--- config.mk ---
export PLATFORM = sky130hd
export DESIGN_NAME = fsqrt_top
export DESIGN_NICKNAME = d
export VERILOG_FILES = /design/src/hw/fp_pkg.sv /design/src/hw/sqrt_pkg.sv /design/src/hw/sqrt_operand_if.sv /design/src/hw/sqrt_root_if.sv /design/src/hw/fsqrt_root.sv /design/src/hw/fsqrt_round.sv /design/src/hw/fsqrt_top.sv /design/src/hw/fsqrt_unpack.sv
export SDC_FILE = /design/constraint.sdc
export NUM_CORES = 1
export LEC_CHECK = 0
export ABC_AREA = 1
export BUFFER_PORTS_ARGS = -buffer_cell sky130_fd_sc_hd__buf_2
export CAP_MARGIN = 20
export CORE_AREA = 2 2 158 160
export DETAILED_ROUTE_END_ITERATION = 7
export DIE_AREA = 0 0 160 162
export PLACE_DENSITY = 0.61
export SYNTH_ARGS = -nofsm -noshare
export SYNTH_HDL_FRONTEND = slang
export SYNTH_SLANG_ARGS = --single-unit
--- constraint.sdc ---
create_clock -name clk -period 5.7 [get_ports clk]
set_clock_uncertainty 0.15 [all_clocks]
set_input_delay 1.14 -clock clk [delete_from_list [all_inputs] [get_ports clk]]
set_output_delay 1.14 -clock clk [all_outputs]
set_load 0.03 [all_outputs]
--- src/hw/fp_pkg.sv ---
// ----------------------------------------------------------------------------
// IEEE 754 binary32 field layout, RISC-V rounding modes and the fflags word
// flag bit order is NV DZ OF UF NX, as in the RISC-V fflags CSR
// ----------------------------------------------------------------------------
`default_nettype none

package fp_pkg;

  localparam int EXP_W    = 8;
  localparam int MAN_W    = 23;
  localparam int SIG_W    = MAN_W + 1;   // stored fraction plus hidden bit
  localparam int FLAG_W   = 5;
  localparam int EXP_BIAS = 127;

  typedef logic [EXP_W-1:0]  exp_t;
  typedef logic [MAN_W-1:0]  man_t;
  typedef logic [SIG_W-1:0]  sig_t;
  typedef logic signed [9:0] sexp_t;     // unbiased, wide enough for denormals

  // encodings match the frm / rm field
  typedef enum logic [2:0] {
    RM_RNE = 3'd0,
    RM_RTZ = 3'd1,
    RM_RDN = 3'd2,
    RM_RUP = 3'd3,
    RM_RMM = 3'd4
  } rm_t;

  localparam int FLAG_NV = 4;  // invalid
  localparam int FLAG_DZ = 3;  // divide by zero
  localparam int FLAG_OF = 2;  // overflow
  localparam int FLAG_UF = 1;  // underflow
  localparam int FLAG_NX = 0;  // inexact

  localparam logic [31:0] CANON_NAN = 32'h7fc0_0000;
  localparam logic [31:0] POS_INF   = 32'h7f80_0000;

endpackage

`default_nettype wire

--- src/hw/sqrt_pkg.sv ---
// ----------------------------------------------------------------------------
// square root datapath types
// ROOT_BITS must be at least 26 (24 significand bits, guard, round)
// ----------------------------------------------------------------------------
`default_nettype none

package sqrt_pkg;

  // anything other than CLS_NORMAL means the special word is the result
  typedef enum logic [1:0] {
    CLS_NORMAL = 2'd0,
    CLS_ZERO   = 2'd1,
    CLS_INF    = 2'd2,
    CLS_NAN    = 2'd3
  } op_class_t;

  typedef enum logic {
    RS_IDLE = 1'b0,
    RS_ITER = 1'b1
  } root_state_t;

  // bits beyond 26 only feed the sticky bit
  localparam int ROOT_BITS_DEFAULT = 26;

endpackage

`default_nettype wire

--- src/hw/sqrt_operand_if.sv ---
// ----------------------------------------------------------------------------
// unpacked operand from unpack stage to root stage
// stb is a single-cycle pulse, busy runs back from the root stage
// ----------------------------------------------------------------------------
`default_nettype none

interface sqrt_operand_if import fp_pkg::*, sqrt_pkg::*; #(
  parameter int ROOT_BITS = ROOT_BITS_DEFAULT
) ();

  logic                   stb;
  op_class_t              cls;
  logic                   sign;
  sexp_t                  exp;      // already halved
  logic [2*ROOT_BITS-1:0] rad;      // significand aligned for an even exponent
  logic [31:0]            special;
  logic                   nv;
  rm_t                    rm;
  logic                   busy;

  modport src (output stb, cls, sign, exp, rad, special, nv, rm, input busy);
  modport dst (input stb, cls, sign, exp, rad, special, nv, rm, output busy);

endinterface

`default_nettype wire

--- src/hw/sqrt_root_if.sv ---
// ----------------------------------------------------------------------------
// root result from root stage to round stage
// payload is only valid on the cycle stb is high
// ----------------------------------------------------------------------------
`default_nettype none

interface sqrt_root_if import fp_pkg::*, sqrt_pkg::*; #(
  parameter int ROOT_BITS = ROOT_BITS_DEFAULT
) ();

  logic                 stb;
  op_class_t            cls;
  logic                 sign;
  sexp_t                exp;
  logic [31:0]          special;
  logic                 nv;
  rm_t                  rm;
  logic [ROOT_BITS-1:0] root;     // msb is the integer bit
  logic                 rem_nz;

  modport src (output stb, cls, sign, exp, special, nv, rm, root, rem_nz);
  modport dst (input stb, cls, sign, exp, special, nv, rm, root, rem_nz);

endinterface

`default_nettype wire

--- src/hw/fsqrt_root.sv ---
// ----------------------------------------------------------------------------
// restoring digit-by-digit square root, one root bit per cycle
// a normal item gives rt.stb exactly ROOT_BITS cycles after acceptance
// special items bypass the loop and come out on the next cycle
// ----------------------------------------------------------------------------
`default_nettype none

module fsqrt_root import sqrt_pkg::*; #(
  parameter int ROOT_BITS = ROOT_BITS_DEFAULT
) (
  input  logic        clk,
  input  logic        rst,
  sqrt_operand_if.dst op,
  sqrt_root_if.src    rt
);

  localparam int RAD_W = 2 * ROOT_BITS;
  localparam int ACC_W = ROOT_BITS + 2;
  localparam int CNT_W = $clog2(ROOT_BITS);

  root_state_t          state;
  logic [CNT_W-1:0]     cnt;      // iterations already done
  logic                 start, last;
  logic [ACC_W-1:0]     ac, ac_cur, ac_sh, ac_next, trial;
  logic [RAD_W-1:0]     x, x_cur, x_next;
  logic [ROOT_BITS-1:0] q, q_cur, q_next;

  assign op.busy = (state == RS_ITER);
  assign start   = (state == RS_IDLE) && op.stb;
  assign last    = (cnt == CNT_W'(ROOT_BITS - 1));

  // the accept cycle already does the first iteration on op.rad
  assign ac_cur = (state == RS_IDLE) ? '0 : ac;
  assign x_cur  = (state == RS_IDLE) ? op.rad : x;
  assign q_cur  = (state == RS_IDLE) ? '0 : q;

  always_comb begin
    ac_sh  = {ac_cur[ROOT_BITS-1:0], x_cur[RAD_W-1 -: 2]};
    trial  = ac_sh - {q_cur, 2'b01};
    x_next = x_cur << 2;
    if (trial[ACC_W-1]) begin       // trial went negative, restore
      ac_next = ac_sh;
      q_next  = {q_cur[ROOT_BITS-2:0], 1'b0};
    end else begin
      ac_next = trial;
      q_next  = {q_cur[ROOT_BITS-2:0], 1'b1};
    end
  end

  always_ff @(posedge clk) begin
    if (rst) begin
      state  <= RS_IDLE;
      cnt    <= '0;
      rt.stb <= 1'b0;
    end else begin
      rt.stb <= 1'b0;
      case (state)
        RS_IDLE: begin
          if (start && op.cls == CLS_NORMAL) begin
            state <= RS_ITER;
            cnt   <= CNT_W'(1);
          end else if (start) begin
            rt.stb <= 1'b1;          // zero, inf or NaN, nothing to compute
          end
        end
        RS_ITER: begin
          cnt <= cnt + 1'b1;
          if (last) begin
            state  <= RS_IDLE;
            rt.stb <= 1'b1;
          end
        end
      endcase
    end
  end

  always_ff @(posedge clk) begin
    ac <= ac_next;
    x  <= x_next;
    q  <= q_next;
    if (start) begin
      rt.cls     <= op.cls;
      rt.sign    <= op.sign;
      rt.exp     <= op.exp;
      rt.special <= op.special;
      rt.nv      <= op.nv;
      rt.rm      <= op.rm;
    end
    if (state == RS_ITER && last) begin
      rt.root   <= q_next;
      rt.rem_nz <= |ac_next;
    end
  end

endmodule

`default_nettype wire

--- src/hw/fsqrt_round.sv ---
// ----------------------------------------------------------------------------
// rounding, packing and flags, one cycle after rt.stb
// a square root is never subnormal and never overflows, so only NV and NX
// can be raised; reserved rounding modes round as RNE
// ----------------------------------------------------------------------------
`default_nettype none

module fsqrt_round import fp_pkg::*, sqrt_pkg::*; #(
  parameter int ROOT_BITS = ROOT_BITS_DEFAULT
) (
  input  logic        clk,
  input  logic        rst,
  sqrt_root_if.dst    rt,
  output logic [31:0] z,
  output logic [4:0]  flags,
  output logic        z_stb
);

  sig_t                 sig;
  logic                 guard, rnd, sticky, inexact, inc;
  logic [ROOT_BITS-1:0] tail;
  logic [SIG_W:0]       sum;
  sexp_t                e_biased;
  exp_t                 e_field;
  man_t                 z_man;
  logic [31:0]          z_next;
  logic [FLAG_W-1:0]    flags_next;

  assign sig     = rt.root[ROOT_BITS-1 -: SIG_W];
  assign guard   = rt.root[ROOT_BITS-SIG_W-1];
  assign rnd     = rt.root[ROOT_BITS-SIG_W-2];
  assign tail    = rt.root << (SIG_W + 2);     // root bits below round, if any
  assign sticky  = rt.rem_nz | (|tail);
  assign inexact = guard | rnd | sticky;

  // finite results are always positive
  always_comb begin
    case (rt.rm)
      RM_RTZ, RM_RDN: inc = 1'b0;
      RM_RUP:  inc = inexact;
      RM_RMM:  inc = guard;                      // ties away
      default: inc = guard & (rnd | sticky | sig[0]);  // RNE, ties to even
    endcase
  end

  assign sum = {1'b0, sig} + {{SIG_W{1'b0}}, inc};

  // carry out means 1.111..1 rounded up to 10.000..0
  assign e_biased = rt.exp + sexp_t'(EXP_BIAS) + sexp_t'(sum[SIG_W]);
  assign e_field  = e_biased[EXP_W-1:0];
  assign z_man    = sum[SIG_W] ? sum[SIG_W-1:1] : sum[SIG_W-2:0];

  assign z_next = (rt.cls != CLS_NORMAL) ? rt.special : {rt.sign, e_field, z_man};

  always_comb begin
    flags_next = '0;
    if (rt.cls != CLS_NORMAL) begin
      flags_next[FLAG_NV] = rt.nv;
    end else begin
      flags_next[FLAG_NX] = inexact;
    end
  end

  always_ff @(posedge clk) begin
    if (rst) begin
      z_stb <= 1'b0;
    end else begin
      z_stb <= rt.stb;
    end
  end

  // result holds until the next item
  always_ff @(posedge clk) begin
    if (rt.stb) begin
      z     <= z_next;
      flags <= flags_next;
    end
  end

endmodule

`default_nettype wire

--- src/hw/fsqrt_top.sv ---
// ----------------------------------------------------------------------------
// binary32 square root, unpack -> root -> round
// latency ROOT_BITS+2 cycles for finite positive operands, 3 for special ones
// a_stb is ignored while busy is high; z_stb is a single-cycle pulse
// ----------------------------------------------------------------------------
`default_nettype none

module fsqrt_top import sqrt_pkg::*; #(
  parameter int ROOT_BITS = ROOT_BITS_DEFAULT
) (
  input  logic        clk,
  input  logic        rst,
  input  logic [31:0] a,
  input  logic [2:0]  rm,
  input  logic        a_stb,
  output logic [31:0] z,
  output logic [4:0]  flags,
  output logic        z_stb,
  output logic        busy
);

  sqrt_operand_if #(.ROOT_BITS(ROOT_BITS)) i_op_if ();
  sqrt_root_if    #(.ROOT_BITS(ROOT_BITS)) i_rt_if ();

  fsqrt_unpack #(.ROOT_BITS(ROOT_BITS)) i_unpack (
    .clk   (clk),
    .rst   (rst),
    .a     (a),
    .rm    (rm),
    .a_stb (a_stb),
    .busy  (busy),
    .op    (i_op_if.src)
  );

  fsqrt_root #(.ROOT_BITS(ROOT_BITS)) i_root (
    .clk (clk),
    .rst (rst),
    .op  (i_op_if.dst),
    .rt  (i_rt_if.src)
  );

  fsqrt_round #(.ROOT_BITS(ROOT_BITS)) i_round (
    .clk   (clk),
    .rst   (rst),
    .rt    (i_rt_if.dst),
    .z     (z),
    .flags (flags),
    .z_stb (z_stb)
  );

endmodule

`default_nettype wire

--- src/hw/fsqrt_unpack.sv ---
// ----------------------------------------------------------------------------
// operand decode, denormal normalisation and radicand alignment
// an a_stb while busy is high is dropped, there is no back-pressure
// negative operands and sNaN raise NV, every NaN result is 7fc00000
// ----------------------------------------------------------------------------
`default_nettype none

module fsqrt_unpack import fp_pkg::*, sqrt_pkg::*; #(
  parameter int ROOT_BITS = ROOT_BITS_DEFAULT
) (
  input  logic        clk,
  input  logic        rst,
  input  logic [31:0] a,
  input  logic [2:0]  rm,
  input  logic        a_stb,
  output logic        busy,
  sqrt_operand_if.src op
);

  localparam int RAD_W = 2 * ROOT_BITS;

  // leading zeros of a significand, highest set bit wins
  function automatic logic [4:0] lead_zeros(sig_t v);
    logic [4:0] n;
    n = 5'd0;
    for (int i = 0; i < SIG_W; i++) begin
      if (v[i]) n = 5'(SIG_W - 1 - i);
    end
    return n;
  endfunction

  exp_t             a_exp;
  man_t             a_man;
  logic             is_nan, is_inf, is_zero, is_den;
  logic [4:0]       lz;
  sig_t             sig;
  sexp_t            e_unb;
  logic [RAD_W-1:0] rad;
  op_class_t        cls;
  logic [31:0]      special;
  logic             nv;
  logic             accept;

  assign a_exp   = a[30:23];
  assign a_man   = a[22:0];
  assign is_nan  = (a_exp == '1) && (a_man != '0);
  assign is_inf  = (a_exp == '1) && (a_man == '0);
  assign is_zero = (a_exp == '0) && (a_man == '0);
  assign is_den  = (a_exp == '0) && (a_man != '0);

  assign lz    = lead_zeros({1'b0, a_man});
  assign sig   = is_den ? (sig_t'({1'b0, a_man}) << lz) : {1'b1, a_man};
  assign e_unb = is_den ? sexp_t'(-126) - sexp_t'(lz)
                        : sexp_t'(a_exp) - sexp_t'(EXP_BIAS);

  // odd exponent: one extra left shift so that halving is exact
  assign rad = e_unb[0] ? {sig, {(RAD_W-SIG_W){1'b0}}}
                        : {1'b0, sig, {(RAD_W-SIG_W-1){1'b0}}};

  always_comb begin
    cls     = CLS_NORMAL;
    special = CANON_NAN;
    nv      = 1'b0;
    if (is_nan) begin
      cls = CLS_NAN;
      nv  = ~a_man[MAN_W-1];         // signalling NaN only
    end else if (is_zero) begin
      cls     = CLS_ZERO;
      special = {a[31], 31'd0};      // sqrt(-0) is -0
    end else if (a[31]) begin
      cls = CLS_NAN;                 // negative number or -inf
      nv  = 1'b1;
    end else if (is_inf) begin
      cls     = CLS_INF;
      special = POS_INF;
    end
  end

  assign busy   = op.stb | op.busy;
  assign accept = a_stb & ~busy;

  always_ff @(posedge clk) begin
    if (rst) begin
      op.stb <= 1'b0;
    end else begin
      op.stb <= accept;
    end
  end

  always_ff @(posedge clk) begin
    if (accept) begin
      op.cls     <= cls;
      op.sign    <= a[31];
      op.exp     <= e_unb >>> 1;     // floor, matches the odd-exponent shift
      op.rad     <= rad;
      op.special <= special;
      op.nv      <= nv;
      op.rm      <= rm_t'(rm);
    end
  end

endmodule

`default_nettype wire

==> results.py <==
metrics = {
    "detailed_routing": {
        "drtIter0Drc": 467,
        "drc_errors": 0,
        "ant_nets": 0,
        "routed_wl_mm": 26.4,
        "vias": 9305,
        "drt_pass1_iterations": 5,
        "wl_per_cell_um": 14.4,
        "routed_via_density": 5.07,
    },
    "cells_and_area": {
        "utilization_pct": 52.5,
        "antennaDiodeCount": 0,
        "finalNonFillerCells": 1835,
        "nFillCells": 2421,
        "final_common_cell": "nand2_1",
        "multi_input_area_um2": 4920,
        "area_delta_synth_final_pct": 12.9,
        "drive_above_1_share_pct": 10.4,
        "seqCellArea_um2": 5350,
        "fin_nets": 1567,
        "mostFrequentLayoutCells": "445 x nand2_1, 191 x inv_1, 150 x nand3_1",
    },
    "logic_synthesis": {
        "yosysSeqAreaShare_pct": 47.7,
        "yosys_warnings": 0,
        "synth_top_area_share_pct": 32.7,
        "netlist_instances": 1425,
        "ys_types": 49,
        "synth_area_per_cell_um2": 7.86,
        "ys_seq_elements": 206,
        "synth.area.top_cells": "edfxtp_1 33%, dfxtp_1 15%, nand2_1 15%",
        "synth_async_sr_flop_share_pct": 0,
        "synth_top_area_cell": "edfxtp_1",
        "synth_edf_count": 122,
        "ys.flop_type": "edfxtp_1",
        "syn-cell-area_um2": 11200,
    },
    "worst_setup_path": {
        "crit_fanout": 38,
        "start_kind": "flip-flop",
        "worst_ep_required_time_ps": 5800,
        "cp.arrival_ps": 4460,
        "end_kind": "flip-flop",
        "worstSetupPathType": "reg -> reg",
    },
    "sta": {
        "fmax_ghz": 0.229,
        "fin_setup_tns_ps": 0,
        "period_needed_ps": 4360,
        "worst_pin_slew_ps": 756,
        "grt_setup_unrepaired": "no",
        "finalCritPeriodShare_pct": 76.5,
        "final_max_slew_viol_count": 0,
        "setup_violations": 0,
        "finalHoldViolations": 0,
        "slew_headroom_pct": 49.5,
    },
    "place": {
        "placed_cells": 1793,
        "dp_hpwl_mm": 20.1,
        "gp_congestion": 0.957,
        "port_buffers": 73,
    },
    "global_route": {
        "grt_max_degree": 47,
        "grt_pass1_vias": 8844,
        "gr-usage-all-layers_pct": 20.6,
        "grt-ovfl-total": 0,
        "grt_pass1_wl_mm": 43.4,
        "antenna_found_initial": 0,
    },
    "clock_network": {
        "postCtsHoldBufs": 0,
        "cts_setup_buffers": 0,
        "cts_root_buffer": "clkbuf_16",
        "path_clk_slew_ps": 60,
        "cts_buffers": 23,
        "cts_buffer_depth": 3,
        "post_cts_resize_count": 0,
        "cts_num_sinks": 206,
        "clock_latency_ps": 500,
        "cts_tree": "done",
        "htreeDepth": 1,
    },
    "pwr": {
        "peakVddDrop_uv": 260,
        "p_leak_nw": 6.19,
        "fin_total_pwr_mw": 4.11,
        "cellPowerDensity_nw_per_um2": 325,
    },
    "floorplanning": {
        "initial_core_util_pct": 46.5,
        "rows": 57,
        "fp.dieH_um": 162,
        "die_x_um": 160,
        "dieArea_um2": 25900,
        "core-area_um2": 24100,
        "io_pins": 77,
    },
    "flow_run": {
        "maxCapViolations": 0,
    },
    "worst_hold_path": {
        "hold_class": "reg -> reg",
    },
    "run_status": {
        "status": "finished clean",
    },
}
==> final timing paths <==
kind                      start                to  slack [ps]  depth (start not counted)
max              i_root.op.busy  i_root.rt.rem_nz        1340                         17
min          i_unpack.op.exp[4]  i_root.rt.exp[4]         270                          0
max reg2reg      i_root.op.busy  i_root.rt.rem_nz        1340                         17
min reg2reg  i_unpack.op.exp[4]  i_root.rt.exp[4]         270                          0
==> where the power goes <==
part           internal, mW  switching [mW]
Sequential             1.73          0.0416
Clock                 0.845           0.568
Combinational         0.317           0.603
==> cells in the mapped netlist, types with 4 or more instances <==
cell	instances
nand4_1	14
nand2_1	445
edfxtp_1	122
nor2_1	84
xnor2_1	24
inv_1	191
o21ai_0	43
o21ai_2	11
a31oi_1	8
o21ai_1	11
o22ai_1	6
nand2_2	11
clkbuf_1	36
nor4_1	9
nand3_1	150
a21oi_1	50
dfxtp_1	84
xor2_1	22
nor3_1	17
ha_1	35
a21o_1	4
==> critical path: stages, from the launching register on <==
cell and delay [ps]:
dfxtp_2 790, nand2_1 170, ha_1 390, a21oi_1 130
o21ai_1 110, a21oi_1 250, o21ai_1 140, a21boi_1 220
o21ai_1 150, a21boi_1 250, o21ai_1 150, a21oi_1 310
o21ai_1 120, xor2_1 150, a21boi_0 230, nand3_1 150
nor2_1 170, nand2_1 80
==> state kept, by name (all words and copies together) (netlist names), 3 cells and up <==
signal,cells
i_root.rt.rm,3
i_unpack.op.special,3
i_root.rt.exp,8
i_root.x,23
i_root.cnt,5
i_round.z,32
i_unpack.op.rad,25
i_unpack.op.rm,3
i_root.rt.root,26
i_root.rt.special,3
i_unpack.op.exp,8
i_root.ac,26
i_root.q,26
==> cell families after synthesis <==
group	synth area share [%]
other	0.0335
AND/OR/NAND/NOR	27.8
XOR/XNOR	3.60
buffers and inverters	8.50
AO/OA/AOI/OAI	8.49
flip-flops	47.7
adder cells (fa/ha/maj)	3.91
==> layout make-up <==
| type | instances | area share (%) |
|---|---|---|
| inverters | 193 | 5.73 |
| flip-flops and latches | 206 | 42.3 |
| repair buffers | 89 | 4.00 |
| clock inverters | 12 | 0.762 |
| clock buffers | 30 | 5.09 |
| well taps | 324 | 3.21 |
| multi-input cells | 981 | 38.9 |
==> layer usage <==
layer / vias up / GRT usage (%) / share of wire [%]
li1: 4819 / - / -
met1: 4171 / 27.8 / 46
met2: 260 / 34.7 / 46
met3: 55 / 2.68 / 5.0
met4: 0 / 6.27 / 2.6
met5: - / 0 / 0
==> stage by stage <==
stage,setup slack [ps],cell area (µm²),hold WS [ps]
after floorplan,1310,11200,250
after global placement,1330,11900,254
after detailed placement,1300,11900,255
after CTS,1280,12600,268
after global routing,742,12600,270
final,1340,12600,266
Power figures use the tool's default switching activity.
